--- config.mk ---
export PLATFORM = sky130hd
export DESIGN_NAME = jtdsp16_exec
export DESIGN_NICKNAME = d
export VERILOG_FILES = /design/src/hw/jtdsp16_pkg.sv /design/src/hw/jtdsp16_exec.sv
export SDC_FILE = /design/constraint.sdc
export NUM_CORES = 2
export LEC_CHECK = 0
export ABC_CLOCK_PERIOD_IN_PS = 5700
export BUFFER_PORTS_ARGS = -buffer_cell sky130_fd_sc_hd__buf_2
export CAP_MARGIN = 20
export CORE_MARGIN = 4
export CORE_UTILIZATION = 30
export DETAILED_ROUTE_END_ITERATION = 16
export PLACE_DENSITY_LB_ADDON = 0.1
export REMOVE_ABC_BUFFERS = 1
export SLEW_MARGIN = 10
export SYNTH_ARGS = -nofsm -noshare
export SYNTH_HDL_FRONTEND = slang
export SYNTH_MEMORY_MAX_BITS = 65536
export SYNTH_SLANG_ARGS = --single-unit
--- constraint.sdc ---
create_clock -name clk -period 5.7 [get_ports clk]
set_input_delay 1.14 -clock clk [delete_from_list [all_inputs] [get_ports clk]]
set_output_delay 1.14 -clock clk [all_outputs]
set_load 0.02 [all_outputs]
--- src/hw/jtdsp16_pkg.sv ---
/* Shared types for the instruction path: word and address types, opcodes,
   producer states and the fetch and store structs, with field decoders */
package jtdsp16_pkg;

    // Data and instruction word
    localparam int WORD_W = 16;
    // Program address, same width as the jump field
    localparam int ROM_AW = 12;
    // Data RAM address, fixed by the 8-bit immediate of LDI
    localparam int RAM_AW = 8;
    // Post-increment flag for LD, ST and ADD
    localparam int POST_INC_BIT = 9;

    typedef logic [WORD_W-1:0] word_t;
    typedef logic [ROM_AW-1:0] rom_addr_t;
    typedef logic [RAM_AW-1:0] ram_addr_t;
    typedef logic [1:0]        ptr_sel_t;

    // Opcode in bits 15..12, codes 10 to 15 act as NOP
    typedef enum logic [3:0] {
        NOP    = 4'd0,
        GOTO   = 4'd1,
        CALL   = 4'd2,
        RETURN = 4'd3,
        LDI    = 4'd4,
        LDA    = 4'd5,
        LD     = 4'd6,
        ST     = 4'd7,
        ADD    = 4'd8,
        HALT   = 4'd9
    } opcode_e;

    // Producer FSM
    typedef enum logic [1:0] {
        IDLE,
        ADDR,
        DECODE,
        STOP
    } fetch_state_e;

    // Queue write side
    typedef struct packed {
        logic  valid;
        word_t instr;
    } fetch_t;

    // One data RAM write as seen outside
    typedef struct packed {
        logic      valid;
        ram_addr_t addr;
        word_t     data;
    } store_t;

    // Field extraction shared by both units
    function automatic opcode_e get_op(word_t w);
        return opcode_e'(w[15:12]);
    endfunction

    function automatic ptr_sel_t get_ptr(word_t w);
        return w[11:10];
    endfunction

endpackage

--- src/hw/jtdsp16_exec.sv ---
/* Execute unit: cen divider, accumulator, RAM pointers, data RAM
   and the registered store report */
`timescale 1ns/1ps

module jtdsp16_exec (
    input  logic                clk,
    input  logic                reset,
    input  logic                cen,
    // Queue read side
    input  jtdsp16_pkg::word_t  iq_head,
    input  logic                iq_empty,
    output logic                iq_pop,
    // Status
    output jtdsp16_pkg::store_t store,
    output logic                halted
);
    import jtdsp16_pkg::*;

    logic      cen_half;
    logic      cen2;
    opcode_e   op;
    ptr_sel_t  r;
    logic      post_inc;
    logic      is_mem;
    logic      exec_st;
    ram_addr_t ptr [4];
    ram_addr_t ram_addr;
    word_t     ram [2**RAM_AW];
    word_t     ram_rd;
    word_t     acc;
    word_t     lda_imm;
    // Store report
    logic      st_valid;
    ram_addr_t st_addr;
    word_t     st_data;

    // cen divided by two, high on every second cen
    always_ff @(posedge clk) begin
        if (reset) begin
            cen_half <= 1'b0;
        end else if (cen) begin
            cen_half <= ~cen_half;
        end
    end

    assign cen2 = cen && cen_half;

    // Instruction fields straight from the queue head
    assign op       = get_op(iq_head);
    assign r        = get_ptr(iq_head);
    assign post_inc = iq_head[POST_INC_BIT];
    // 9-bit immediate, sign extended
    assign lda_imm  = {{(WORD_W - 9){iq_head[8]}}, iq_head[8:0]};

    always_comb begin
        is_mem = op inside {LD, ST, ADD};
    end

    // Pop and execute in the same cycle
    assign iq_pop  = cen2 && !iq_empty && !halted;
    assign exec_st = iq_pop && (op == ST);

    // Pointer selected by the r field addresses the RAM
    assign ram_addr = ptr[r];
    assign ram_rd   = ram[ram_addr];

    // RAM pointers, LDI loads, post-increment after LD, ST and ADD
    always_ff @(posedge clk) begin
        if (reset) begin
            for (int i = 0; i < 4; i++) begin
                ptr[i] <= '0;
            end
        end else if (iq_pop) begin
            if (op == LDI) begin
                ptr[r] <= iq_head[RAM_AW-1:0];
            end else if (is_mem && post_inc) begin
                // Wraps at 256
                ptr[r] <= ptr[r] + ram_addr_t'(1);
            end
        end
    end

    // Accumulator
    always_ff @(posedge clk) begin
        if (reset) begin
            acc <= '0;
        end else if (iq_pop) begin
            case (op)
                LDA: begin
                    acc <= lda_imm;
                end
                LD: begin
                    acc <= ram_rd;
                end
                // Modulo 2^16, no saturation
                ADD: begin
                    acc <= acc + ram_rd;
                end
                default: begin
                    acc <= acc;
                end
            endcase
        end
    end

    // Data RAM, contents survive reset
    always_ff @(posedge clk) begin
        if (exec_st) begin
            ram[ram_addr] <= acc;
        end
    end

    // Store pulse one clock after the ST executes
    always_ff @(posedge clk) begin
        if (reset) begin
            st_valid <= 1'b0;
        end else begin
            st_valid <= exec_st;
        end
    end

    always_ff @(posedge clk) begin
        if (exec_st) begin
            st_addr <= ram_addr;
            st_data <= acc;
        end
    end

    assign store = '{valid: st_valid, addr: st_addr, data: st_data};

    // Sticky until reset
    always_ff @(posedge clk) begin
        if (reset) begin
            halted <= 1'b0;
        end else if (iq_pop && (op == HALT)) begin
            halted <= 1'b1;
        end
    end

endmodule

# Word-level counts from Yosys, hierarchy flattened
# Memories as Yosys holds them, arrays and structs flattened.
# Cells that the tools add are included.
[totals]
reg_bits = 43
mem_count = 2
mem_bits_rw = 4128
wordCells = 48
input_bits = 20
[classes]
bitwise_logic = 2
add_sub_neg = 2
n_reduce_logical = 12
n_eq_ne = 6
mux = 18
[memory_table]
columns = ["name", "words", "word_bits", "read_ports", "rd_clocked_by_memory_dff", "write_ports", "line_no", "source"]
rows = [
  ["ram", 256, 16, 1, 0, 1, "jtdsp16_exec.sv:28", "word_t ram [2**RAM_AW];"],
  ["ptr", 4, 8, 1, 0, 4, "jtdsp16_exec.sv:26", "ram_addr_t ptr [4];"],
]
[op_table]
columns = ["operator", "count"]
rows = [
  ["one-hot mux 16 bit (3 select lines)", 1],
  ["adder 16 bit", 1],
  ["== test 4 x 3 -> 1 bit, second input constant", 4],
  ["two-way mux 8 bit", 2],
  ["two-way mux 1 bit", 14],
  ["adder 8 x 1 -> 8 bit, second input constant", 1],
  ["== test 4 bit, second input constant", 2],
  ["OR reduction 8 bit", 1],
  ["logical AND 1 bit", 6],
  ["nonzero test 3 bit", 2],
  ["logical NOT 1 bit", 2],
  ["two-way mux 2 bit", 1],
  ["AND reduction 2 bit", 1],
  ["NOT 1 bit", 1],
  ["OR 1 bit", 1],
]

# Depth between registers and ports, before layout
[depth]
word_depth = 11
depth_mapped = 27
mapped_depth_nobuf = 23

# Worst setup path before layout
# No wires, ideal clock.
[synth_path]
path_type = "register to register"
from = "reg acc[0]"
to = "reg acc[14]"
path_stages_with_launch = 14
path_buffers = 0
t_arrival_ns = 5.896
path_slack_ns = -0.293
path_cell_list = "dfxtp_1 > ha_1 > inv_1 > fa_1 > nand3b_1 > a21oi_1 > o21a_1 > o21a_1 > o211ai_1 > a21oi_1 > o21ai_0 > mux2i_1 > nor2_1 > a311oi_1"
[synth_via]
elab_chain_len = 2
[synth_rtl]
columns = ["item", "line_no", "source"]
rows = [
  ["start, declared", "jtdsp16_exec.sv:30", "word_t acc;"],
  ["start signal, assigned", "jtdsp16_exec.sv:90", "acc <= lda_imm;"],
  ["start signal, assigned", "jtdsp16_exec.sv:93", "acc <= ram_rd;"],
  ["start signal, assigned", "jtdsp16_exec.sv:97", "acc <= acc + ram_rd;"],
  ["adder 16 bit", "jtdsp16_exec.sv:97", ""],
  ["one-hot mux 16 bit (3 select lines)", "jtdsp16_exec.sv:88", "case (op)"],
]
# No other way between the ends.
# A chain may end at the register's enable or synchronous reset.

# Worst setup path after layout
[layout_path]
from = "in iq_head[11]"
to = "reg acc[15]"
[layout_via]
elab_chain_len = 4
[layout_rtl]
columns = ["item", "line_no", "source"]
rows = [
  ["start, declared", "jtdsp16_exec.sv:10", "input jtdsp16_pkg::word_t iq_head,"],
  ["memory read (4 x 8 bit) (*)", "n/a", ""],
  ["memory read (256 x 16 bit) (*)", "n/a", ""],
  ["adder 16 bit", "jtdsp16_exec.sv:97", ""],
  ["one-hot mux 16 bit (3 select lines) (*)", "jtdsp16_exec.sv:88", ""],
]
# Mark *: on every way between the ends. The rest lies on a longest branch, timed or not.

==> impl_metrics.ini <==
[outcome]
status = completed

[routing]
wirelength_um = 557000
first_pass_iters = 6
viasPerCell = 5.06
vias = 86900
first_iter_violations = 9418
ant_nets = 0
wire_per_inst_um = 32.4
drcViolationCount = 0

[yosys]
yosys_most_used_dff = edfxtp_1
synth_cell_types = 75
avgSynthCellArea_um2 = 19.7
yosys-top-cells-area = edfxtp_1 76%, mux4_2 13%, nand2_1 2.4%, nand3_1 1.5%, mux2i_1 0.94%
synth_mux_area_frac = 0.143
yosysWarnings = 0
yosysSeqAreaShare = 0.767
syn_area_um2 = 163000
synth-simple-area-share = 0.0529
synth-xor-area-share = 0.00106
ys_ff_latch = 4171
synth_adder_area_share = 0.00181
syn_inst = 8261
synth_edf_count = 4152
async_reset_ff_frac = 0
synth_compound_area_frac = 0.0137
netlist.area_leader.share = 0.765
yosysTopAreaCell = edfxtp_1
synth_top_family_by_area = multiplexers

[setup_path]
crit-reg2reg-launch = ptr[2][1]
arrival_ps = 6530
endpoint_kind = flip-flop
crit_required_ps = 6620
reg2reg_slack_ps = 150
worstPathMaxFanout = 43
worst-setup-path-type = in2reg
r2r_end = acc[15]
start_kind = primary input
worstRegToRegCells = 22

[die]
io_pins = 47
rows = 270
fp.dieArea_um2 = 555000
coreArea_um2 = 541000
start_util = 0.301
die_h_um = 745
die_w_um = 745

[global_route]
grt_pass1_wl_um = 762000
gr-total-overflow = 0
grt_max_degree = 196
antenna_found_initial = 56
grt_use_total = 0.197
grt_pass1_vias = 88500

[clocking]
htree_levels = 5
clkTransAtPathRegs_ps = 70
clk_latency_ps = 1020
postCtsHoldBufs = 0
cts_tree = built
cts_root_buf = clkbuf_16
cts.sinks = 4171
numCtsBuffers = 463
cts_max_path_buffers = 4

[power]
p_per_area_nw_per_um2 = 338
p_leak_uw = 0.0568
total_power_uw = 66800
irDropWorstVdd_mv = 0.279

[timing]
tightestPinTransition_ps = 1270
fmax_mhz = 178
setup_violations = 0
finalSetupTns_ps = 0
slew_headroom = 0.154
hold_viol_final = 0
hold_ws_ps = 511
slew_viol_final = 0
finalCritPeriodShare = 0.985
skew_ps = 91.2
min_period_ps = 5620

[placement]
hpwlAfterDp_um = 356000
place_area_um2 = 181000
place.port_buffers = 46
gp_congestion = 0.867

[min_path]
hold_depth = 4
hp-class = in2reg
worst_hold_path.endpoint = acc[1]
hp-start = iq_head[1]

[flow_run]
drv_cap = 0

[cells_and_area]
layout-drive-gt1-share = 0.324
final_util = 0.365
multi_input_area_um2 = 35800
nets = 9604
area_growth_syn_to_layout_pct = 21.1
final.fill_count = 50300
seq_area_um2 = 125000
final_cell_area_um2 = 197000
## how the worst max path moves through the flow
stage | slack [ps] | endpoint | start
3_5_place_dp | -1800 | acc[15] | iq_head[10]
4_1_cts | 10 | acc[15] | ptr[0][1]
5_1_grt | -20 | acc[14] | ptr[0][1]
6_report | 80 | acc[15] | iq_head[11]
3_3_place_gp | -1980 | acc[14] | iq_head[10]
2_1_floorplan | -14200 | acc[15] | iq_head[10]
## through the flow
stage	setup WS (ps)	cells
2_1_floorplan	-14200	7769
5_1_grt	-17.5	17200
3_5_place_dp	-1800	16300
4_1_cts	11.5	17100
3_3_place_gp	-1980	16300
6_report	84.1	17200
## layout by cell type (no fill, tap or decap), types with 46 or more instances in the layout
master,count
clkinv_2,83
a21oi_1,227
buf_2,46
edfxtp_1,4152
nand2_1,1043
buf_4,1049
nor2_2,155
clkbuf_1,106
clkinv_1,118
clkbuf_16,469
nor2_1,178
nand3_1,468
mux4_2,964
buf_12,172
mux2i_1,153
## flip-flops by register name, indices dropped and copies added, names as in the netlist
name,flops
ram,4096
st_data,16
st_valid,1
ptr,32
acc,16
st_addr,8
cen_half,1
halted,1
## logic make-up after synthesis
| logic type | count (synthesis) |
|---|---|
| AOI/OAI and AO/OA | 390 |
| DFF | 4171 |
| xor gates and xnor gates | 18 |
| adders and majority gates | 23 |
| muxes | 1123 |
| buffers and inverters | 511 |
| and+or+nand+nor | 2025 |
## synth_stat cells, types with 6 or more instances
master,number
nor3_1,13
a22oi_1,8
a21o_1,6
mux4_2,964
nor4_1,42
xnor2_1,10
inv_1,16
buf_2,178
a311o_1,6
buf_1,55
edfxtp_1,4152
o21ai_0,29
a211oi_1,12
ha_1,22
clkbuf_1,86
nand2_1,1052
a31oi_1,14
and3_1,13
o22ai_1,16
dfxtp_1,19
nor2_1,334
buf_8,10
mux2i_1,153
buf_4,66
or4_1,14
nor2b_1,12
buf_6,90
and2_1,8
xor2_1,7
a21oi_1,259
buf_12,7
nand4_1,7
or3_1,6
nand3_1,494
## critical path, cell delays in order
cell and delay [ps]:
buf_2 150, buf_4 230, mux2i_1 280, mux2_8 280
buf_4 240, buf_12 270, buf_4 330, buf_4 240
nand2_1 90, nand3_1 110, buf_4 190, a21oi_1 90
buf_4 140, o21ai_0 590, and4_1 350, ha_1 300
nand3_1 100, nand2_1 80, a41oi_2 210, a21oi_2 90
a31o_2 270, a31oi_2 190, xor3_1 230, a22o_1 210
## report_power, final
part / leakage (µW) / switching (µW) / total, µW / internal [µW]
clock: 0.00715 / 12500 / 29200 / 16700
sequential: 0.0312 / 34.2 / 33400 / 33300
combinational: 0.0185 / 2570 / 4210 / 1650
## timing repair
item | CTS | global route
endpoints found under the hold margin | 0 | 0
pin swaps | 11 | 29
gates resized for setup | 74 | 111
setup endpoints to repair | 10 | 6
cloned | 2 | 4
buffers inserted | 12 | 29
## layer usage
| layer | part of all wire | global-route usage | wire length, µm |
|---|---|---|---|
| met1 | 0.44 | 0.282 | 247000 |
| met4 | 0.031 | 0.0533 | 17500 |
| met2 | 0.47 | 0.316 | 261000 |
| met5 | 0.00013 | 0 | 72 |
| met3 | 0.057 | 0.0269 | 31900 |
## area by class of cell
class,instances,share of cell area
Antenna cell,26,0.000330
Timing Repair inverter,1,0.0000571
Timing Repair Buffer,1326,0.0637
Sequential cell,4171,0.634
Multi-Input combinational cell,3579,0.181
Inverter,19,0.000596
Tap cell,7208,0.0457
Clock buffer,577,0.0615
Clock inverter,277,0.0129
(Power assumes the default switching activity.)
