--- config.mk ---
export PLATFORM = sky130hd
export DESIGN_NAME = jtdsp16_iq
export DESIGN_NICKNAME = d
export VERILOG_FILES = /design/src/hw/jtdsp16_pkg.sv /design/src/hw/jtdsp16_iq.sv
export SDC_FILE = /design/constraint.sdc
export NUM_CORES = 1
export LEC_CHECK = 0
export BUFFER_PORTS_ARGS = -buffer_cell sky130_fd_sc_hd__buf_2
export CORE_MARGIN = 5
export CORE_UTILIZATION = 45
export CTS_CLUSTER_SIZE = 14
export DETAILED_ROUTE_END_ITERATION = 8
export GPL_TIMING_DRIVEN = 0
export HOLD_SLACK_MARGIN = 0.15
export PLACE_DENSITY = 0.73
export SLEW_MARGIN = 0
export SYNTH_ARGS = -nofsm -noshare
export SYNTH_HDL_FRONTEND = slang
export SYNTH_SLANG_ARGS = --single-unit
--- constraint.sdc ---
create_clock -name clk -period 2.2 [get_ports clk]
set_clock_uncertainty 0.05 [all_clocks]
set_input_delay 0.22 -clock clk [delete_from_list [all_inputs] [get_ports clk]]
set_output_delay 0.22 -clock clk [all_outputs]
set_load 0.05 [all_outputs]
--- src/hw/jtdsp16_pkg.sv ---
/* Shared types for the instruction path: word and address types, opcodes,
   producer states and the fetch and store structs, with field decoders */
package jtdsp16_pkg;

    // Data and instruction word
    localparam int WORD_W = 16;
    // Program address, same width as the jump field
    localparam int ROM_AW = 12;
    // Data RAM address, fixed by the 8-bit immediate of LDI
    localparam int RAM_AW = 8;
    // Post-increment flag for LD, ST and ADD
    localparam int POST_INC_BIT = 9;

    typedef logic [WORD_W-1:0] word_t;
    typedef logic [ROM_AW-1:0] rom_addr_t;
    typedef logic [RAM_AW-1:0] ram_addr_t;
    typedef logic [1:0]        ptr_sel_t;

    // Opcode in bits 15..12, codes 10 to 15 act as NOP
    typedef enum logic [3:0] {
        NOP    = 4'd0,
        GOTO   = 4'd1,
        CALL   = 4'd2,
        RETURN = 4'd3,
        LDI    = 4'd4,
        LDA    = 4'd5,
        LD     = 4'd6,
        ST     = 4'd7,
        ADD    = 4'd8,
        HALT   = 4'd9
    } opcode_e;

    // Producer FSM
    typedef enum logic [1:0] {
        IDLE,
        ADDR,
        DECODE,
        STOP
    } fetch_state_e;

    // Queue write side
    typedef struct packed {
        logic  valid;
        word_t instr;
    } fetch_t;

    // One data RAM write as seen outside
    typedef struct packed {
        logic      valid;
        ram_addr_t addr;
        word_t     data;
    } store_t;

    // Field extraction shared by both units
    function automatic opcode_e get_op(word_t w);
        return opcode_e'(w[15:12]);
    endfunction

    function automatic ptr_sel_t get_ptr(word_t w);
        return w[11:10];
    endfunction

endpackage

--- src/hw/jtdsp16_iq.sv ---
/* Instruction queue, circular buffer that hands back one credit per pop */
`timescale 1ns/1ps

module jtdsp16_iq #(
    parameter int QUEUE_DEPTH = 4
) (
    input  logic                clk,
    input  logic                reset,
    // Write side, credit controlled
    input  jtdsp16_pkg::fetch_t push,
    // Read side, consumer pops when not empty
    output jtdsp16_pkg::word_t  head,
    output logic                empty,
    input  logic                pop,
    output logic                credit_ret
);
    import jtdsp16_pkg::*;

    // Pointer width, kept at one bit for a single-entry queue
    localparam int PW = (QUEUE_DEPTH > 1) ? $clog2(QUEUE_DEPTH) : 1;
    localparam int CW = $clog2(QUEUE_DEPTH + 1);

    word_t         mem [QUEUE_DEPTH];
    logic [PW-1:0] wr_ptr;
    logic [PW-1:0] rd_ptr;
    logic [CW-1:0] count;
    logic          do_pop;

    // Producer never pushes into a full queue, credits see to that
    assign do_pop     = pop && !empty;
    assign empty      = (count == '0);
    assign head       = mem[rd_ptr];
    assign credit_ret = do_pop;

    // Storage
    always_ff @(posedge clk) begin
        if (push.valid) begin
            mem[wr_ptr] <= push.instr;
        end
    end

    // Pointers wrap at QUEUE_DEPTH, not at a power of two
    always_ff @(posedge clk) begin
        if (reset) begin
            wr_ptr <= '0;
            rd_ptr <= '0;
        end else begin
            if (push.valid) begin
                wr_ptr <= (wr_ptr == PW'(QUEUE_DEPTH - 1)) ? '0 : wr_ptr + PW'(1);
            end
            if (do_pop) begin
                rd_ptr <= (rd_ptr == PW'(QUEUE_DEPTH - 1)) ? '0 : rd_ptr + PW'(1);
            end
        end
    end

    // Occupancy
    always_ff @(posedge clk) begin
        if (reset) begin
            count <= '0;
        end else begin
            case ({push.valid, do_pop})
                2'b10: begin
                    count <= count + CW'(1);
                end
                2'b01: begin
                    count <= count - CW'(1);
                end
                default: begin
                    count <= count;
                end
            endcase
        end
    end

endmodule

## Word-level counts from Yosys, hierarchy flattened

Memories as Yosys holds them, arrays and structs flattened. A register that Yosys moved wholly into a read port is not among the register bits.
Cells that the tools add are included.

| word-level totals | value |
|---|---|
| bits in registers | 7 |
| bits in writable memories | 64 |
| input bits | 20 |
| output and inout bits | 18 |
| logic and storage cells | 23 |
| memories kept | 1 |

| operators by class | value |
|---|---|
| $add $sub $neg | 4 |
| equality and inequality tests | 4 |
| mux-type cells | 7 |
| reductions and logical operators | 4 |

Memory list:

| name | depth | width | rd ports | clocked after Yosys merged registers in | write ports | RTL line | text |
|---|---|---|---|---|---|---|---|
| mem | 4 | 16 | 1 | 1 | 1 | jtdsp16_iq.sv:23 | `word_t mem [QUEUE_DEPTH];` |

Operator list:

| cell | count |
|---|---|
| $mux W2 | 4 |
| $eq A2 B2 Y1 const B | 3 |
| $pmux W3 S2 | 1 |
| $add A2 B1 Y2 const B | 2 |
| $add A3 B1 Y3 const B | 1 |
| $logic_not A3 Y1 | 1 |
| $sub A3 B1 Y3 const B | 1 |
| $eq A2 B1 Y1 const B | 1 |
| $mux W1 | 2 |
| $reduce_bool A2 Y1 | 1 |
| $logic_and A1 B1 Y1 | 1 |
| $logic_not A1 Y1 | 1 |

## Depth between registers and ports, before layout

Gate-level depths: netlist of run 1.

| logic depth | value |
|---|---|
| depth after elaboration | 5 |
| depth in mapped cells | 8 |
| depth with buffers taken out | 8 |

## Worst setup path before layout of run 1

Ideal clock, no wire load.

| path | value |
|---|---|
| path kind | register to register |
| start | register count[0] |
| end | register count[2] |
| library setup time | 0.070 ns |
| data arrival time | 2.051 ns |
| required time | 2.080 ns |
| setup slack | 0.029 ns |
| stages on the path, launching flop included | 9 |
| buffers on the path | 0 |
| period minus slack after synthesis | 2.171 ns |
| path through | dfxtp_1 > o31ai_2 > inv_1 > ha_1 > inv_1 > fa_1 > xor2_1 > or3_1 > a21oi_1 |

| between the ends | value |
|---|---|
| longest elaborated chain between the ends | 5 |
| elaborated cells between the ends (all ways) | 9 |
| those cells by class | add/sub (2); eq/ne (2); mux (1); reduce/logical (4) |

Ends and longest elaborated chain:

| what | RTL line | text |
|---|---|---|
| from (decl) | jtdsp16_iq.sv:26 | `logic [CW-1:0] count;` |
| from (signal assigned) | jtdsp16_iq.sv:64 | `count <= count + CW'(1);` |
| from (signal assigned) | jtdsp16_iq.sv:67 | `count <= count - CW'(1);` |
| from (signal assigned) | jtdsp16_iq.sv:70 | `count <= count;` |
| $logic_not A3 Y1 (*) | jtdsp16_iq.sv:31 | `assign empty = (count == '0);` |
| $logic_not A1 Y1 (*) | jtdsp16_iq.sv:30 | `assign do_pop = pop && !empty;` |
| $logic_and A1 B1 Y1 (*) | jtdsp16_iq.sv:30 |  |
| via credit_ret | jtdsp16_iq.sv:15 | `output logic credit_ret` |
| $eq A2 B1 Y1 or $eq A2 B2 Y1 (tied branches) | jtdsp16_iq.sv:62 | `case ({push.valid, do_pop})` |
| $pmux W3 S2 or $reduce_bool A2 Y1 (tied branches) | n/a |  |

Mark *: on every way through the listed nets, which the timed path passes. The rest lies on a longest branch.
A chain may end at the register's enable or synchronous reset.

## Worst setup path in the final report of run 1

| path | value |
|---|---|
| start | register count[0] |
| end | register count[2] |

| between the ends | value |
|---|---|
| longest elaborated chain between the ends | 5 |
| elaborated cells between the ends (all ways) | 9 |
| those cells by class | add/sub (2); eq/ne (2); mux (1); reduce/logical (4) |

Ends and longest elaborated chain:

| what | RTL line |
|---|---|
| $logic_not A3 Y1 | jtdsp16_iq.sv:31 |
| $logic_not A1 Y1 | jtdsp16_iq.sv:30 |
| $logic_and A1 B1 Y1 | jtdsp16_iq.sv:30 |
| $eq A2 B1 Y1 or $eq A2 B2 Y1 (tied branches) | jtdsp16_iq.sv:62 |
| $pmux W3 S2 or $reduce_bool A2 Y1 (tied branches) | n/a |

Parallel ways exist; a longest one is shown, timed or not.

==> results of run 1 <==
[layout make-up]
class | instances | share of cell area
Sequential cell | 73 | 0.610
Multi-Input combinational cell | 48 | 0.185
Timing Repair Buffer | 54 | 0.103
Clock buffer | 10 | 0.0371
Tap cell | 75 | 0.0273
Clock inverter | 6 | 0.0171
Buffer | 4 | 0.0120
Inverter | 7 | 0.00763
[path summary, 6_finish.rpt]
check                   end  depth (start not counted)
hold reg to reg   rd_ptr[0]                          2
hold / removal    wr_ptr[1]                          3
setup / recovery   count[2]                          8
setup reg to reg   count[2]                          8
[layer usage]
| metal | track usage | vias to the layer above | wire length [um] | share of wire |
|---|---|---|---|---|
| li1 | - | 655 | - | - |
| met4 | 0.0824 | 0 | 52 | 0.011 |
| met2 | 0.247 | 40 | 2600 | 0.55 |
| met1 | 0.150 | 704 | 1810 | 0.38 |
| met3 | 0.0447 | 4 | 287 | 0.060 |
| met5 | 0 | - | 0 | 0 |
[Yosys cell counts, drive strengths merged]
cell type	n	share of area
inv	7	0.0094
o21ai	1	0.0018
buf	4	0.015
fa	1	0.0072
nand2	1	0.0013
xor2	2	0.0063
a21oi	4	0.0072
dfxtp	9	0.064
ha	6	0.027
or3	2	0.0045
and2	4	0.0089
o31ai	1	0.0045
nor2	6	0.0080
mux4	16	0.14
mux2i	2	0.0072
nor3	1	0.0018
edfxtp	64	0.69
nor3b	1	0.0027
[flip-flops by register name (all words and copies together) (netlist names), named ones only]
register / flops
mem: 64
count: 3
rd_ptr: 2
wr_ptr: 2
[power breakdown]
| group | internal [mW] | switching (mW) |
|---|---|---|
| Clock | 0.518 | 0.449 |
| Combinational | 0.374 | 0.694 |
| Sequential | 1.60 | 0.0555 |
| Total | 2.49 | 1.20 |
[kinds of logic (layout without fill, tap and decap cells)]
kind of cell | Yosys count | in the layout
compound gates | 6 | 6
xor+xnor | 2 | 2
fa+ha+maj | 7 | 7
buf+inv | 11 | 81
flops | 73 | 73
mux | 18 | 18
simple gates | 15 | 15
[worst max-delay path: stages (launching register included)]
cell	delay, ns
dfxtp_1	0.44
o31ai_4	0.12
inv_1	0.09
ha_1	0.19
inv_1	0.06
fa_1	0.38
xor2_1	0.16
or3_1	0.31
a21oi_1	0.15
[repair_timing]
action	4_1_cts	5_1_grt
hold buffers	17	0
resized for setup	0	1
endpoints found under the setup margin	0	1
hold endpoints to repair	73	0
setup buffers	0	0
==> results by group, run 1 <==
Run status
  – Status: finished, final reports clean

GRT
  – Overflow after GRT: 0
  – Largest net degree at the start of global routing: 17
  – Initial antenna violation count: 0
  – Overall Global Routing Usage: 0.142
  – Vias in the first global route: roughly 1500
  – First-pass GRT wire length: a little under 8 mm

Clock tree
  – Clk_lat worst skew: 0.33 ns
  – CTS clk-pin slew, worst paths: approximately 0.070 ns
  – CTS tree: done
  – Root buffer cell: clkbuf_8
  – CTS Buf Count: 9
  – Maximum clock insertion buffer count: 2
  – H-tree levels: 3
  – CTS Sinks: between 70 and 80

Layout
  – Filler Cell Count: between 400 and 500
  – Final cell count without fillers: 277
  – Area of the multi-input gates: 638 sq um
  – Fin nets: 224
  – Post-route design area: between 3000 and 4000 sq um
  – Share of layout cells above drive strength 1: 0.332
  – Sequential cell area: roughly 2100 sq um
  – Synth-to-layout area growth: 23.0%
  – Ant diodes: 0
  – Most frequent cells in the layout: edfxtp_1 (64), buf_2 (39), dlygate4sd3_1 (17)
  – Most common cell after layout, fill and taps aside: edfxtp_1
  – Final Util: 0.575

Die
  – Core area: 5990 sq um
  – # rows: 28
  – Die span in x: about 89 um
  – Die area: about 8000 sq um
  – Initial core utilization: 0.467
  – Ports: 38
  – Chip height: 88.9 um

Synthesis
  – Mapped Area: 2800 sq um
  – Sequential area share after synthesis: 0.751
  – Post-synthesis mux area share: 0.144
  – Warnings, synthesis: 0
  – Mapped Avg Cell Area: ~21 sq um
  – Synth Area in Compound Gates: 0.0134
  – Post-synth net total: ~160
  – Synth Area in Simple Gates: 0.0273
  – Netlist cell types: 21
  – Cells after synthesis: around 130
  – Synth Area in Adders: 0.0340
  – Largest family of logic cells by synthesized area: multiplexers
  – Yosys reg bits: 73
  – XOR/XNOR Fraction of Synth Area: 0.00626

Timing
  – Period utilisation layout: 0.920
  – Final worst setup slack: around 0.18 ns
  – Crit path time final: roughly 2 ns
  – Final setup fails: 0
  – Unrepaired setup endpoints after global routing: no
  – Max Freq: between 400 and 500 MHz
  – Pins Over Slew Limit: 0
  – Slew @ Worst Pin: about 0.85 ns
  – Max-slew headroom: 0.434
  – Setup_tns: 0 ns
  – Worst hold margin: between 0.15 and 0.2 ns
  – Final hold viol count: 0

Placement
  – GPL Wtd Cong: 0.756
  – # port buffers: 37
  – Placed cell count: 244
  – HPWL after DPL: 3.19 mm
  – Dpl ws: between 0.15 and 0.2 ns
  – Area after DPL: 3080 sq um

Worst setup path
  – CP endpoint kind: flop
  – R2r setup slk: around 0.18 ns
  – Worst-path fanout max: 4
  – Worst Setup SP: count[0]
  – Worst setup SP type: flop
  – FF-to-FF Start: count[0]
  – CP arrival: 2.24 ns
  – CP required: about 2.4 ns
  – Crit path kind: reg -> reg

Hold path
  – Min-delay src: push[16]
  – Min-delay worst type: in -> reg

Flow run
  – Maxcap violations: 0

Power and ir drop
  – PwrDens: around 1100 nW/um^2
  – Tot Pwr: ~3.7 mW
  – Leakage: 1.25 nW
  – Peak supply drop: roughly 0.8 mV

Routing
  – Total Wirelength: 4.75 mm
  – Total iterations of the first detailed-routing run: 5
  – Post-DR vias/cell: between 5 and 6
  – Detail Route Antenna Nets: 0
  – Initial DRC Count: 80
  – Post-route DRC: 0
  – WL/cell: ~17 um
  – Via count: roughly 1400
Note: power is estimated with default switching activity, not from simulation.
==> run 2: changes to the inputs <==
--- a/config.mk
+++ b/config.mk
@@ -8,11 +8,13 @@
 export BUFFER_PORTS_ARGS = -buffer_cell sky130_fd_sc_hd__buf_2
 export CORE_MARGIN = 5
 export CORE_UTILIZATION = 45
+export CTS_BUF_LIST = sky130_fd_sc_hd__clkbuf_8 sky130_fd_sc_hd__clkbuf_16
 export CTS_CLUSTER_SIZE = 14
 export DETAILED_ROUTE_END_ITERATION = 8
 export GPL_TIMING_DRIVEN = 0
 export HOLD_SLACK_MARGIN = 0.15
 export PLACE_DENSITY = 0.73
+export RECOVER_POWER = 25
 export SLEW_MARGIN = 0
 export SYNTH_ARGS = -nofsm -noshare
 export SYNTH_HDL_FRONTEND = slang
==> run 2 against run 1 <==
Against the previous run: first-iteration DRC count down 11%; sequential power about the same; clock power down 0.5%; maximum frequency about the same; combinational power about the same; sequential share of layout area up 0.27 points; setup slack about the same; core utilization down 0.25 points; hold slack about the same; total power down 0.21%; die area unchanged; critical path type unchanged; largest power group unchanged.
==> results by group, run 2 (synthesis results as in run 1) <==
GRT
  – Overflow after GRT: 0 (unchanged)
  – Largest net degree at the start of global routing: 17 (unchanged)
  – First-pass GRT wire length: 7.80 mm (unchanged)
  – Initial antenna violation count: 0 (unchanged)
  – Overall Global Routing Usage: 0.142 (unchanged)
  – Vias in the first global route: 1535 (unchanged)

Layout
  – Top reg by flops: mem
  – Fin nets: 224 (unchanged)
  – Ant diodes: 0 (unchanged)
  – Most common cell after layout, fill and taps aside: edfxtp_1
  – Most frequent cells in the layout: edfxtp_1 (64), buf_2 (27), dlygate4sd3_1 (17)
  – Filler Cell Count: 457 (+0.22%)
  – Top flop regs: mem (64), count (3)
  – Largest register FFs: 64 (unchanged)
  – Post-route design area: 3430 sq um (-0.44%)
  – Synth-to-layout area growth: 22.5%
  – Final cell count without fillers: 277 (unchanged)
  – Share of layout cells above drive strength 1: 0.272 (-0.0594)

Placement
  – GPL Wtd Cong: 0.756 (unchanged)
  – Area after DPL: 3080 sq um (unchanged)
  – HPWL after DPL: 3.19 mm (unchanged)
  – Placed cell count: 244 (unchanged)
  – # port buffers: 37 (unchanged)

Power and ir drop
  – Clock network fraction of total power: 0.261 (about the same)
  – Reg power frac: 0.449 (about the same)
  – Internal power: 2.48 mW (-0.31%)
  – Leakage: 1.22 nW (-2.3%)
  – PwrDens: 1070 nW/um^2 (+0.23%)
  – Net Sw Frac: 0.325 (+0.000684)
  – Combinational Power Share: 0.289 (about the same)
  – Peak supply drop: 0.776 mV (about the same)
  – Sw power: 1.20 mW (about the same)

Die
  – Die span in x: 88.9 um (unchanged)
  – Ports: 38 (unchanged)
  – Chip height: 88.9 um (unchanged)
  – Initial core utilization: 0.467 (unchanged)
  – Core area: 5990 sq um (unchanged)
  – Die area: 7900 sq um (unchanged)
  – # rows: 28 (unchanged)

Routing
  – Initial DRC Count: 71 (-11%)
  – Post-route DRC: 0 (unchanged)
  – Total iterations of the first detailed-routing run: 4 (-1)
  – WL/cell: 17.1 um (-0.51%)
  – Post-DR vias/cell: 5.04 (-0.57%)
  – Via count: 1395 (-0.57%)
  – Total Wirelength: 4.73 mm (-0.51%)
  – Detail Route Antenna Nets: 0 (unchanged)

Timing
  – Unrepaired setup endpoints after global routing: no
  – Worst hold margin: 0.182 ns (+0.000437 ns)
  – Pins Over Slew Limit: 0 (unchanged)
  – Period utilisation layout: 0.920 (about the same)
  – Final hold viol count: 0 (unchanged)
  – Setup_tns: 0 ns (unchanged)
  – Crit path time final: 2.02 ns (+0.000107 ns)
  – Max-slew headroom: 0.434 (about the same)
  – Slew @ Worst Pin: 0.848 ns (-0.000207 ns)
  – Final setup fails: 0 (unchanged)
  – Max Freq: 494 MHz (about the same)

Run status
  – Status: finished, final reports clean

Clock tree
  – CTS tree: done
  – CTS Sinks: 73 (unchanged)
  – Clk_lat worst skew: 0.33 ns (about the same)
  – H-tree levels: 3 (unchanged)
  – CTS Buf Count: 9 (unchanged)
  – Root buffer cell: clkbuf_8
  – # Post-CTS Setup Buffers: 0 (unchanged)
  – CTS clk-pin slew, worst paths: 0.07 ns (about the same)
  – Maximum clock insertion buffer count: 2 (unchanged)

Worst setup path
  – R2r setup slk: 0.18 ns (about the same)
  – Crit path top cell by count: inv_1
  – Crit-path max cell delay: 0.44 ns (about the same)
  – Worst-path fanout max: 4 (unchanged)
  – Worst setup SP type: flop
  – CP endpoint kind: flop
  – Crit-path leading delay family: adder cells
  – Slowest cell on the critical path: dfxtp_1
  – CP arrival: 2.24 ns (about the same)
  – CP Cell Sequence: o31ai_4 -> inv_1 -> ha_1 -> inv_1 -> fa_1 -> xor2_1 -> or3_1 -> a21oi_1
  – CP required: 2.41 ns (about the same)
  – Crit path kind: reg -> reg
  – Buf/Inv on CP: 2 (unchanged)

Hold path
  – Min-delay worst type: in -> reg

Flow run
  – Maxcap violations: 0 (unchanged)
-- run 2: cell types whose count changed in the layout (fill, tap and decap cells not counted) --
cell      change
clkbuf_1     +11
buf_2        -12
inv_1         +1
-- run 2: repair_timing --
item,CTS,global route
hold buffers,17,0
gates resized for setup,0,1
endpoints found under the hold margin,73,0
setup endpoints to repair,0,1
-- run 2: per-layer routing --
layer | vias to the layer above | global-route usage | wire length [um]
met5 | - | 0 | 0
met4 | 0 | 0.0824 | 48
met3 | 4 | 0.0447 | 299
met2 | 40 | 0.247 | 2610
met1 | 696 | 0.150 | 1770
li1 | 655 | - | -
-- run 2: worst paths after layout --
kind	cells past startpoint	to	start
worst min register to register	2	rd_ptr[0]	rd_ptr[0]
worst min-delay path	3	wr_ptr[1]	push[16]
worst max-delay path	8	count[2]	count[0]
worst max register to register	8	count[2]	count[0]
-- run 2: power by group through the flow --
stage	sequential (mW)	clock, mW	combinational, mW
floorplan	1.66	0	0.833
global placement	1.67	0	1.02
detailed placement	1.68	0	1.05
CTS	1.65	0.994	1.08
global route	1.66	1.07	1.14
finish	1.65	0.961	1.07
-- run 2: layout make-up --
cell class,count,area (sq um),area share
inverters,7,26.3,0.00766
clock inverters,7,62.6,0.0182
repair buffers,54,340,0.0993
plain buffers,4,41.3,0.0120
well taps,75,93.8,0.0274
flip-flops and latches,73,2100,0.613
multi-input cells,48,638,0.186
clock buffers,9,124,0.0361
-- run 2: worst register-to-register path, stage by stage (launching register included) --
cell	delay (ns)
dfxtp_1	0.44
o31ai_4	0.12
inv_1	0.09
ha_1	0.19
inv_1	0.06
fa_1	0.38
xor2_1	0.17
or3_1	0.31
a21oi_1	0.15
-- run 2: per-stage QoR --
step	power (mW)	utilization	setup slack, ns
after floorplan	2.50	-	0.0288
after global placement	2.69	0.514	0.350
after detailed placement	2.73	0.514	0.180
after CTS	3.72	0.573	0.165
after global routing	3.88	0.572	0.0390
final	3.68	0.572	0.175
