--- config.mk ---
export PLATFORM = sky130hd
export DESIGN_NAME = jtdsp16_rom_aau
export DESIGN_NICKNAME = d
export VERILOG_FILES = /design/src/hw/jtdsp16_pkg.sv /design/src/hw/jtdsp16_rom_aau.sv
export SDC_FILE = /design/constraint.sdc
export NUM_CORES = 1
export LEC_CHECK = 0
export BUFFER_PORTS_ARGS = -buffer_cell sky130_fd_sc_hd__buf_2
export CAP_MARGIN = 20
export CORE_MARGIN = 10
export CORE_UTILIZATION = 42
export DETAILED_ROUTE_END_ITERATION = 10
export PLACE_DENSITY_LB_ADDON = 0.2
export SKIP_LAST_GASP = 1
export SLEW_MARGIN = 25
export SYNTH_ARGS = -nofsm -noshare
export SYNTH_HDL_FRONTEND = slang
export SYNTH_SLANG_ARGS = --single-unit
--- constraint.sdc ---
create_clock -name clk -period 2.5 [get_ports clk]
set_input_delay 0.125 -clock clk [delete_from_list [all_inputs] [get_ports clk]]
set_output_delay 0.125 -clock clk [all_outputs]
set_load 0.005 [all_outputs]
--- src/hw/jtdsp16_pkg.sv ---
/* Shared types for the instruction path: word and address types, opcodes,
   producer states and the fetch and store structs, with field decoders */
package jtdsp16_pkg;

    // Data and instruction word
    localparam int WORD_W = 16;
    // Program address, same width as the jump field
    localparam int ROM_AW = 12;
    // Data RAM address, fixed by the 8-bit immediate of LDI
    localparam int RAM_AW = 8;
    // Post-increment flag for LD, ST and ADD
    localparam int POST_INC_BIT = 9;

    typedef logic [WORD_W-1:0] word_t;
    typedef logic [ROM_AW-1:0] rom_addr_t;
    typedef logic [RAM_AW-1:0] ram_addr_t;
    typedef logic [1:0]        ptr_sel_t;

    // Opcode in bits 15..12, codes 10 to 15 act as NOP
    typedef enum logic [3:0] {
        NOP    = 4'd0,
        GOTO   = 4'd1,
        CALL   = 4'd2,
        RETURN = 4'd3,
        LDI    = 4'd4,
        LDA    = 4'd5,
        LD     = 4'd6,
        ST     = 4'd7,
        ADD    = 4'd8,
        HALT   = 4'd9
    } opcode_e;

    // Producer FSM
    typedef enum logic [1:0] {
        IDLE,
        ADDR,
        DECODE,
        STOP
    } fetch_state_e;

    // Queue write side
    typedef struct packed {
        logic  valid;
        word_t instr;
    } fetch_t;

    // One data RAM write as seen outside
    typedef struct packed {
        logic      valid;
        ram_addr_t addr;
        word_t     data;
    } store_t;

    // Field extraction shared by both units
    function automatic opcode_e get_op(word_t w);
        return opcode_e'(w[15:12]);
    endfunction

    function automatic ptr_sel_t get_ptr(word_t w);
        return w[11:10];
    endfunction

endpackage

--- src/hw/jtdsp16_rom_aau.sv ---
/* ROM address unit: program counter, return register, flow-control decode
   and the credit counter towards the instruction queue */
`timescale 1ns/1ps

module jtdsp16_rom_aau #(
    parameter int QUEUE_DEPTH = 4
) (
    input  logic                   clk,
    input  logic                   reset,
    input  logic                   cen,
    input  logic                   run,
    // ROM request
    output jtdsp16_pkg::rom_addr_t rom_addr,
    input  jtdsp16_pkg::word_t     rom_dout,
    // Queue side
    output jtdsp16_pkg::fetch_t    iq_push,
    input  logic                   credit_ret
);
    import jtdsp16_pkg::*;

    // Enough bits to hold QUEUE_DEPTH itself
    localparam int CW = $clog2(QUEUE_DEPTH + 1);

    fetch_state_e  state;
    rom_addr_t     pc;
    rom_addr_t     ret_addr;
    logic [CW-1:0] credit_cnt;
    logic          fetch_en;
    opcode_e       op;
    logic          is_flow;
    logic          push;

    // Fetch paced by cen, stalled by run, STOP or an empty credit pool
    assign fetch_en = cen && run && (state != STOP) && (credit_cnt != '0);

    // ROM data is valid in DECODE
    assign op = get_op(rom_dout);

    // Handled here, never sent to the queue
    always_comb begin
        is_flow = op inside {GOTO, CALL, RETURN};
    end

    assign push     = fetch_en && (state == DECODE) && !is_flow;
    assign iq_push  = '{valid: push, instr: rom_dout};
    assign rom_addr = pc;

    // Two enabled cycles per instruction, ADDR then DECODE
    always_ff @(posedge clk) begin
        if (reset) begin
            state    <= IDLE;
            pc       <= '0;
            ret_addr <= '0;
        end else if (fetch_en) begin
            case (state)
                IDLE: begin
                    state <= ADDR;
                end
                // pc is on the ROM address, data comes next clock
                ADDR: begin
                    state <= DECODE;
                end
                DECODE: begin
                    state <= ADDR;
                    case (op)
                        GOTO: begin
                            pc <= rom_dout[ROM_AW-1:0];
                        end
                        // One level only, a second CALL overwrites it
                        CALL: begin
                            ret_addr <= pc + rom_addr_t'(1);
                            pc       <= rom_dout[ROM_AW-1:0];
                        end
                        RETURN: begin
                            pc <= ret_addr;
                        end
                        // Last word pushed, fetch ends here
                        HALT: begin
                            state <= STOP;
                        end
                        default: begin
                            pc <= pc + rom_addr_t'(1);
                        end
                    endcase
                end
                default: begin
                    state <= state;
                end
            endcase
        end
    end

    // Credits, one per free queue slot
    always_ff @(posedge clk) begin
        if (reset) begin
            credit_cnt <= CW'(QUEUE_DEPTH);
        end else begin
            case ({push, credit_ret})
                2'b10: begin
                    credit_cnt <= credit_cnt - CW'(1);
                end
                2'b01: begin
                    credit_cnt <= credit_cnt + CW'(1);
                end
                // Push and return together cancel out
                default: begin
                    credit_cnt <= credit_cnt;
                end
            endcase
        end
    end

endmodule

Word-level counts from Yosys, hierarchy flattened:

Cells that the tools add are included.
W data, S select, Z words.

* add/sub/neg operators: 3
* equality and inequality tests: 9
* multiplexer cells: 4
* bitwise operators: 1
* reduce and logical (&&, ||, !) cells: 15

Operators by type and width (count)
* $pmux W12 S3: 1
* $add A12 B1 Y12 const B: 1
* $reduce_bool A3 Y1: 3
* $eq A4 B2 Y1 const B: 2
* $pmux W2 S3: 1
* $pmux W3 S2: 1
* $reduce_and A3 Y1: 2
* $logic_and A1 B1 Y1: 5
* $eq A2 B1 Y1 const B: 2
* $eq A2 B2 Y1 const B: 2
* $eq A4 B1 Y1 const B: 1
* $eq A4 B4 Y1 const B: 1
* $add A3 B1 Y3 const B: 1
* $sub A3 B1 Y3 const B: 1
* $logic_not A2 Y1: 1
* $mux W2: 1
* $ne A2 B2 Y1 const B: 1
* $reduce_and A2 Y1: 1
* $reduce_bool A2 Y1: 1
* $reduce_or A2 Y1: 1
* $logic_not A1 Y1: 1
* $not A1 Y1: 1

* bits in registers: 29
* input bits: 21
* output and inout bits: 29
* logic and storage cells: 36

Longest topological paths before layout:

Gate-level depths: netlist of run 1.

* depth in word-level cells: 7
* depth in mapped cells: 10
* mapped depth without buffers: 10

Least setup slack after synthesis of run 1:

No wires, ideal clock.

* path type: register to register
* start point: register credit_cnt[0]
* end point: register credit_cnt[2]
* library setup time: 0.132 ns
* data arrival time: 2.376 ns
* required time: 2.368 ns
* setup slack: -0.009 ns
* stages on the path, launching flop included: 10
* buffers on the path: 0
* clock period less this slack: 2.509 ns
* path through: dfxtp_1 -> nor3_1 -> nor2_1 -> nand3_1 -> ha_1 -> inv_1 -> fa_1 -> xor2_1 -> o21ai_0 -> or3b_2

* word-level cells in the longest chain between the ends: 6
* elaborated cells on any way between the ends: 10
* those cells by class: 2 x add/sub; 2 x eq/ne; 1 x mux; 5 x reduce/logical

Ends and longest elaborated chain
* start, declared: RTL line jtdsp16_rom_aau.sv:27 `logic [CW-1:0] credit_cnt;`
* start signal, assigned: RTL line jtdsp16_rom_aau.sv:96 `credit_cnt <= CW'(QUEUE_DEPTH);`
* start signal, assigned: RTL line jtdsp16_rom_aau.sv:100 `credit_cnt <= credit_cnt - CW'(1);`
* start signal, assigned: RTL line jtdsp16_rom_aau.sv:103 `credit_cnt <= credit_cnt + CW'(1);`
* $reduce_bool A3 Y1: RTL line jtdsp16_rom_aau.sv:34 `assign fetch_en = cen && run && (state != STOP) && (credit_cnt != '0);`
* $logic_and A1 B1 Y1: RTL line jtdsp16_rom_aau.sv:34
* $logic_and A1 B1 Y1 (2 in a row): RTL line jtdsp16_rom_aau.sv:44 `assign push = fetch_en && (state == DECODE) && !is_flow;`
* $eq A2 B1 Y1 or $eq A2 B2 Y1 (tied branches): RTL line jtdsp16_rom_aau.sv:98 `case ({push, credit_ret})`
* $pmux W3 S2 or $reduce_bool A2 Y1 (tied branches)

Several ways; a longest one is shown, not always the timed one.
A chain may end at the register's enable or synchronous reset.

Final worst setup path of run 1:

* start point: register state[0]
* end point: register credit_cnt[2]

* word-level cells in the longest chain between the ends: 7
* elaborated cells on any way between the ends: 10
* those cells by class: 4 x eq/ne; 1 x mux; 5 x reduce/logical

Ends and longest elaborated chain
* start, declared: RTL line jtdsp16_rom_aau.sv:24 `fetch_state_e state;`
* start signal, assigned: RTL line jtdsp16_rom_aau.sv:87 `state <= state;`
* $ne A2 B2 Y1: RTL line jtdsp16_rom_aau.sv:34
* $logic_and A1 B1 Y1 (2 in a row): RTL line jtdsp16_rom_aau.sv:34
* $logic_and A1 B1 Y1 (*) (2 in a row): RTL line jtdsp16_rom_aau.sv:44
* $eq A2 B1 Y1 or $eq A2 B2 Y1 (tied branches): RTL line jtdsp16_rom_aau.sv:98
* $pmux W3 S2 or $reduce_bool A2 Y1 (tied branches)

Every way passes the cells marked *; elsewhere a longest branch is shown, timed or not.

==> results.md, run 1 <==
* Ys flop type: dfxtp_1
* Area contributors post-synth: dfxtp_1 (28%), mux2i_1 (7.2%), buf_4 (6.5%)
* Nets at 298
* CP arrival at 2.50 ns
* Multi-input gate area at 0.00123 mm^2
* First-pass GRT wire length at 8910 um
* Crit path time final at 2.33 ns
* Sw frac at 26.8%
* DR WL/cell at 15.8 um
* Synth area leader: dfxtp_1
* Setup TNS at 0 ns
* Row count at 25
* Final Cycle Share at 93.2%
* Placed cells at 330
* Max Slew Vio Count at 0
* Global routing's busiest layer: met2
* GR Util met2 at 22.0%
* Clk pwr share at 40.9%
* Register area share after synthesis at 28.0%
* Psw at 286 uW
* Share of synthesized registers carrying an async set or reset at 0%
* Clock transition at path regs at 0.07 ns
* Starting Density at 43.7%
* GRT Total Usage at 13.0%
* Slew headroom at 56.4%
* Grt met3 use at 4.82%
* CP required at 2.67 ns
* CP max stage cell: or3b_2
* Core Util, Final at 49.5%
* Netlist cell types at 42
* Critical-path cell list: ha_1 -> nand3b_4 -> nor2_1 -> nand3_1 -> ha_1 -> inv_1 -> fa_1 -> xor2_1 -> o21ai_0 -> or3b_2
* Pin count of the biggest net entering global routing at 31
* Final Cell Area at 0.00235 mm^2
* Status: finished clean
* EDFF count, synth at 0
* Share of layout cells above drive strength 1 at 29.5%
* Fmax at 429 MHz
* Worst-margin pin slew at 0.654 ns
* Layout fillers at 479
* Final WS setup at 0.169 ns
* Number of setup violations in the final report at 0
* Hold Crit Depth at 3
* Top-area cell type share of the netlist area at 28.0%
* Detailed Route Iter0 Violations at 91
* Router iterations before antenna repair at 4
* Vias at 1800
* H-tree Lvls at 2
* Routed wire length at 5330 um
* Clk_skew at 0.00963 ns
* Worst-skew pair later-pin latency at 0.29 ns
* Total global routing overflow at 0
* Global Route met1 Usage at 14.9%
* DRC violations left at 0
* Number of vias per cell at 5.33
* Die Span Y at 90.3 um
* Max clock buf depth at 2
* Number of diodes at 0
* Synth Warn # at 0
* Tightest Hold Check Type: in -> reg
* Crit Path Category: reg -> reg
* Reg-to-reg startpoint: state[0]$_SDFFE_PP0P_
* Combinational power share at 14.0%
* Pwr dens at 454 mW/mm^2
* Finished Layout Cells at 338
* Post-Synthesis Cells at 241
* VDD IR max at 0.303 mV
* Die width at 90.3 um
* Pint at 784 uW
* IO Count at 50
* DP Area at 0.00225 mm^2
* RSZ-0062 raised after global routing: no
* CTS Sinks at 29
* Number of global-route vias before repair at 1822
* Synthesized cell area at 0.00208 mm^2
* Dpl ws at 0.0988 ns
* Sequential share of power at 45.1%
* Post-synthesis register bit count at 29
* HPWL after DPL at 3880 um
* Hold path start: rom_dout[3]
* Root Driver: clkbuf_8
* Slowest stage delay, CP at 0.44 ns
* Max cap viols at 0
* Initial antenna violation count at 0
* Hold Path Sink: rom_addr[3]$_SDFFE_PP0P_
* Die area at 0.00816 mm^2
* Crit-path max FO at 5
* Syn avg cell area at 8.62 um^2
* Final Hold Vio Count at 0
* FF-to-FF path depth at 10
* Critical Path Start Type: flip-flop
* Critical Path End Type: flip-flop
* R2R setup slack at 0.17 ns
* Sequential Area at 581 um^2
* Antenna Nets Post-Route at 0
* Port bufs at 49
* Core area at 0.00475 mm^2
* TritonCTS clock tree: yes
* Most used cell, CP: ha_1
* Layout area overhead at 13.4%
* Num CTS Buffers at 5
* GP Congestion at 0.802
* Leak at 0.000909 uW
* R2R Path End: credit_cnt[2]$_SDFFE_PP1P_
* Syn Nets at 269
-- metrics by stage --
step           total power [uW]  hold slack, ns
2_1_floorplan               599           0.331
3_3_place_gp                639           0.449
3_5_place_dp                641           0.450
4_1_cts                    1080           0.230
5_1_grt                    1130           0.264
6_report                   1070           0.228
-- sequential cells by signal, indices dropped and copies added, names as in the netlist --
signal and cells:
state 2, ret_addr 12, credit_cnt 3, rom_addr 12
-- metal layers --
layer / up-vias / wire length, um
met4: 0 / 96
li1: 927 / -
met3: 12 / 285
met5: - / 0
met1: 820 / 2390
met2: 41 / 2560
-- critical path: cells and delay by family (launching register included) --
family / cells / cell delay [ns]
AO/OA/AOI/OAI: 1 / 0.12
XOR/XNOR: 1 / 0.16
adder cells (fa/ha/maj): 3 / 0.72
buffers and inverters: 1 / 0.06
flip-flops: 1 / 0.40
AND/OR/NAND/NOR: 4 / 0.76
-- layout by cell type (no fill, tap or decap), types with 7 or more instances in the layout --
cell / netlist / final
dfxtp_1: 29 / 29
nor2_1: 25 / 25
inv_1: 17 / 17
a211oi_1: 15 / 15
mux2i_1: 15 / 15
xnor2_1: 10 / 10
a211oi_2: 10 / 10
buf_4: 18 / 7
a21oi_1: 11 / 11
clkbuf_8: 0 / 7
buf_2: 5 / 49
nand3_1: 7 / 7
-- synth_stat cells, types with 2 or more instances --
| master | n |
|---|---|
| dfxtp_1 | 29 |
| nor2_1 | 25 |
| buf_4 | 18 |
| inv_1 | 17 |
| a211oi_1 | 15 |
| mux2i_1 | 15 |
| a21oi_1 | 11 |
| a211oi_2 | 10 |
| xnor2_1 | 10 |
| clkbuf_1 | 7 |
| nand3_1 | 7 |
| a31oi_1 | 6 |
| ha_1 | 6 |
| o32ai_1 | 6 |
| or3_1 | 6 |
| buf_2 | 5 |
| nor3_1 | 5 |
| o221ai_1 | 5 |
| nand2_1 | 4 |
| a2111oi_0 | 3 |
| nand2b_1 | 3 |
| buf_1 | 2 |
| buf_6 | 2 |
| nor4_1 | 2 |
| o211a_1 | 2 |
| o21ai_0 | 2 |
| o22ai_1 | 2 |
| xor2_1 | 2 |
-- cell type report --
| cell class | instances | area share, % |
|---|---|---|
| clock buffer | 7 | 4.09 |
| clock inverter | 1 | 0.213 |
| inverter | 17 | 2.71 |
| multi-input combinational | 161 | 52.1 |
| sequential | 29 | 24.7 |
| tap | 67 | 3.56 |
| timing repair buffer | 56 | 12.6 |
-- kinds of logic (layout without fill, tap and decap cells) --
kind of cell,count (synthesis),in the layout,share of synthesized area (%)
buffers and inverters,51,81,13.5
and+or+nand+nor,61,61,16.3
xor gates and xnor gates,12,12,5.06
muxes,15,15,7.23
AOI/OAI and AO/OA,66,66,25.4
DFF,29,29,28.0
adders and majority gates,7,7,4.58
-- power groups by stage --
| stage | registers [uW] | clock network [uW] | logic [uW] |
|---|---|---|---|
| 2_1_floorplan | 489 | 0 | 110 |
| 3_3_place_gp | 490 | 0 | 149 |
| 3_5_place_dp | 491 | 0 | 151 |
| 4_1_cts | 480 | 446 | 151 |
| 5_1_grt | 484 | 474 | 168 |
| 6_report | 482 | 438 | 150 |
-- how the worst max path moves through the flow --
stage	startpoint	end	slack [ns]	cells past startpoint
4_1_cts	credit_cnt[0]$_SDFFE_PP0P_	credit_cnt[2]$_SDFFE_PP1P_	0.1	9
5_1_grt	state[0]$_SDFFE_PP0P_	credit_cnt[2]$_SDFFE_PP1P_	0.006	10
6_report	state[0]$_SDFFE_PP0P_	credit_cnt[2]$_SDFFE_PP1P_	0.17	10
2_1_floorplan	credit_cnt[0]$_SDFFE_PP0P_	credit_cnt[2]$_SDFFE_PP1P_	0.15	9
3_5_place_dp	credit_cnt[0]$_SDFFE_PP0P_	credit_cnt[2]$_SDFFE_PP1P_	0.1	9
3_3_place_gp	credit_cnt[0]$_SDFFE_PP0P_	credit_cnt[2]$_SDFFE_PP1P_	0.17	9
-- repair_timing --
| item | CTS | global route |
|---|---|---|
| hold buffers | 0 | 0 |
| gates resized for setup | 0 | 1 |
| endpoints found under the setup margin | 0 | 1 |
| endpoints found under the hold margin | 0 | 0 |
| buffers inserted | 0 | 0 |
Power figures use the tool's default switching activity.
==> run 2, diff against run 1 <==
--- a/config.mk
+++ b/config.mk
@@ -7,9 +7,12 @@
 export LEC_CHECK = 0
 export BUFFER_PORTS_ARGS = -buffer_cell sky130_fd_sc_hd__buf_2
 export CAP_MARGIN = 20
+export CELL_PAD_IN_SITES_DETAIL_PLACEMENT = 0
+export CELL_PAD_IN_SITES_GLOBAL_PLACEMENT = 2
 export CORE_MARGIN = 10
-export CORE_UTILIZATION = 42
+export CORE_UTILIZATION = 31
 export DETAILED_ROUTE_END_ITERATION = 10
+export GPL_TIMING_DRIVEN = 0
 export PLACE_DENSITY_LB_ADDON = 0.2
 export SKIP_LAST_GASP = 1
 export SLEW_MARGIN = 25
==> constraint.sdc (replaced) <==
create_clock -name clk -period 2.53 [get_ports clk]
set_input_delay 0.1265 -clock clk [delete_from_list [all_inputs] [get_ports clk]]
set_output_delay 0.1265 -clock clk [all_outputs]
set_load 0.005 [all_outputs]
==> run 2 against run 1 <==
First-iteration DRC count is 26% lower. Sequential share of layout area decreased by 1.6 points. Setup slack improved by 0.023 ns. Clock skew decreased by 0.0072 ns. Sequential power shrank 0.8%. Global-route usage decreased by 0.91 points. Cell count grew 10%. Clock power is 11% lower. Via count increased by 4.3%. Worst hold slack better by 0.0019 ns. Die area up 27%. Critical path depth unchanged. Critical path type unchanged.
==> results.md, run 2 (synthesis results as in run 1) <==
* R2R Path End: credit_cnt[2]$_SDFFE_PP1P_
* Reg-to-reg startpoint: state[0]$_SDFFE_PP0P_
* Max cap viols at 0 (unchanged)
* Critical Path Start Type: flip-flop
* HPWL after DPL at 4700 um (+21%)
* GRT Total Usage at 12.1% (-0.91 points)
* FF-to-FF path depth at 10 (unchanged)
* Crit path time final at 2.34 ns (+0.00725 ns)
* Leak at 0.000993 uW (+9.2%)
* Crit-path max FO at 7 (+2)
* Num CTS Buffers at 5 (unchanged)
* Status: finished clean
* Clk_skew at 0.00248 ns (-0.00715 ns)
* Total power draw at 1040 uW (-2.5%)
* CP max stage cell: or3b_2
* Setup TNS at 0 ns (unchanged)
* Max Slew Vio Count at 0 (unchanged)
* Number of setup violations in the final report at 0 (unchanged)
* Nets at 324 (+8.7%)
* CP Capture Point: credit_cnt[2]$_SDFFE_PP1P_
* DP Area at 0.00241 mm^2 (+7.2%)
* GP Congestion at 0.743 (-7.3%)
* Slew headroom at 53.1% (-3.3 points)
* Detailed Route Iter0 Violations at 67 (-26%)
* Crit Path Category: reg -> reg
* H-tree Lvls at 2 (unchanged)
* Commonest non-fill, non-tap cells in the layout: buf_2 (52), dfxtp_1 (27), nor2_1 (24)
* Die width at 102 um (+13%)
* Row count at 29 (+16%)
* Die area at 0.0104 mm^2 (+27%)
* CTS Sinks at 29 (unchanged)
* Final Hold Vio Count at 0 (unchanged)
* Die Span Y at 102 um (+13%)
* Routed wire length at 6060 um (+14%)
* Number of global-route vias before repair at 1937 (+6.3%)
* Final Cell Area at 0.00252 mm^2 (+7.2%)
* Final Cycle Share at 92.4% (-0.82 points)
* Port bufs at 47 (-4.1%)
* Root Driver: clkbuf_8
* Vias at 1877 (+4.3%)
* First-pass GRT wire length at 9970 um (+12%)
* Final WS setup at 0.192 ns (+0.0228 ns)
* Pin count of the biggest net entering global routing at 11 (-65%)
* Clock transition at path regs at 0.06 ns (about the same)
* R2R setup slack at 0.19 ns (+0.02 ns)
* Worst-skew pair later-pin latency at 0.28 ns (about the same)
* Layout fillers at 680 (+42%)
* CP arrival at 2.50 ns (about the same)
* DR WL/cell at 16.3 um (+3.0%)
* Slowest stage delay, CP at 0.44 ns (about the same)
* Core Util, Final at 39.3% (-10 points)
* Critical Path End Type: flip-flop
* Most used cell, CP: ha_1
* Router iterations before antenna repair at 4 (unchanged)
* Crit path launch: state[0]$_SDFFE_PP0P_
* TritonCTS clock tree: yes
* Worst-margin pin slew at 0.701 ns (+0.0465 ns)
* Number of diodes at 0 (unchanged)
* Starting Density at 32.3% (-11 points)
* Dpl ws at -0.315 ns (-0.413 ns)
* Layout area overhead at 21.5%
* CP required at 2.69 ns (+0.02 ns)
* Fmax at 428 MHz (-0.31%)
* Most common cell after layout, fill and taps aside: buf_2
* DRC violations left at 0 (unchanged)
* Critical-path cell list: ha_1 -> nand3b_4 -> nor2_4 -> nand3_1 -> ha_1 -> inv_1 -> fa_1 -> xor2_1 -> o21ai_0 -> or3b_2
* Initial antenna violation count at 0 (unchanged)
* Post-CTS Hold Fix Bufs at 0 (unchanged)
* IO Count at 50 (unchanged)
* RSZ-0062 raised after global routing: no
* Pwr dens at 413 mW/mm^2 (-9.1%)
* Max clock buf depth at 2 (unchanged)
* VDD IR max at 0.151 mV (-50%)
* Number of vias per cell at 5.03 (-5.5%)
* Total global routing overflow at 0 (unchanged)
* Share of layout cells above drive strength 1 at 33.1% (+3.6 points)
* Tightest Hold Check Type: in -> reg
* Core area at 0.00642 mm^2 (+35%)
* Antenna Nets Post-Route at 0 (unchanged)
## run 2: routing by layer
| metal | share of wire [%] | GRT usage [%] | vias to the layer above |
|---|---|---|---|
| li1 | - | - | 975 |
| met1 | 48 | 15.8 | 857 |
| met2 | 45 | 19.4 | 39 |
| met3 | 6.0 | 2.90 | 6 |
| met4 | 1.1 | 3.58 | 0 |
| met5 | 0 | 0 | - |
## run 2: timing repair
action	4_1_cts	5_1_grt
pin swaps	0	1
endpoints found under the hold margin	0	0
cloned	0	0
setup endpoints to repair	1	1
gates resized for setup	3	3
buffers inserted	0	1
## run 2: critical path: cells and delay by family, from the launching register on
family / cells / cell delay [ns]
compound gates: 1 / 0.12
xor+xnor: 1 / 0.16
fa+ha+maj: 3 / 0.71
buf+inv: 1 / 0.06
flops: 1 / 0.37
simple gates: 4 / 0.80
## run 2: how the worst min path moves through the flow
stage	from	end	slack [ns]	cells after the start
3_5_place_dp	rom_dout[13]	iq_push[13]	0.43	2
3_3_place_gp	rom_dout[13]	iq_push[13]	0.43	2
5_1_grt	rom_dout[0]	rom_addr[0]$_SDFFE_PP0P_	0.24	3
6_report	rom_dout[0]	rom_addr[0]$_SDFFE_PP0P_	0.23	3
4_1_cts	reset	rom_addr[9]$_SDFFE_PP0P_	0.23	3
2_1_floorplan	rom_dout[0]	iq_push[0]	0.33	1
## run 2: where the power goes
part	switching [uW]	total, uW	internal (uW)	leakage [uW]
clock network	176	391	215	0.0000443
registers	12.3	478	466	0.000235
logic	92.4	174	81.5	0.000713
total	280	1040	763	0.000993
## run 2: cell type report
cell class | count | area (um^2) | share of cell area (%)
tap | 77 | 96.3 | 3.82
inverter | 17 | 63.8 | 2.53
multi-input combinational | 161 | 1230 | 48.9
clock buffer | 7 | 86.3 | 3.42
sequential | 29 | 583 | 23.1
buffer | 34 | 216 | 8.58
timing repair buffer | 48 | 243 | 9.62
## run 2: through the flow
stage | hold WS [ns] | cells
final | 0.230 | 373
after global routing | 0.245 | 373
after CTS | 0.229 | 372
after detailed placement | 0.427 | 365
after global placement | 0.427 | 365
after floorplan | 0.334 | 241
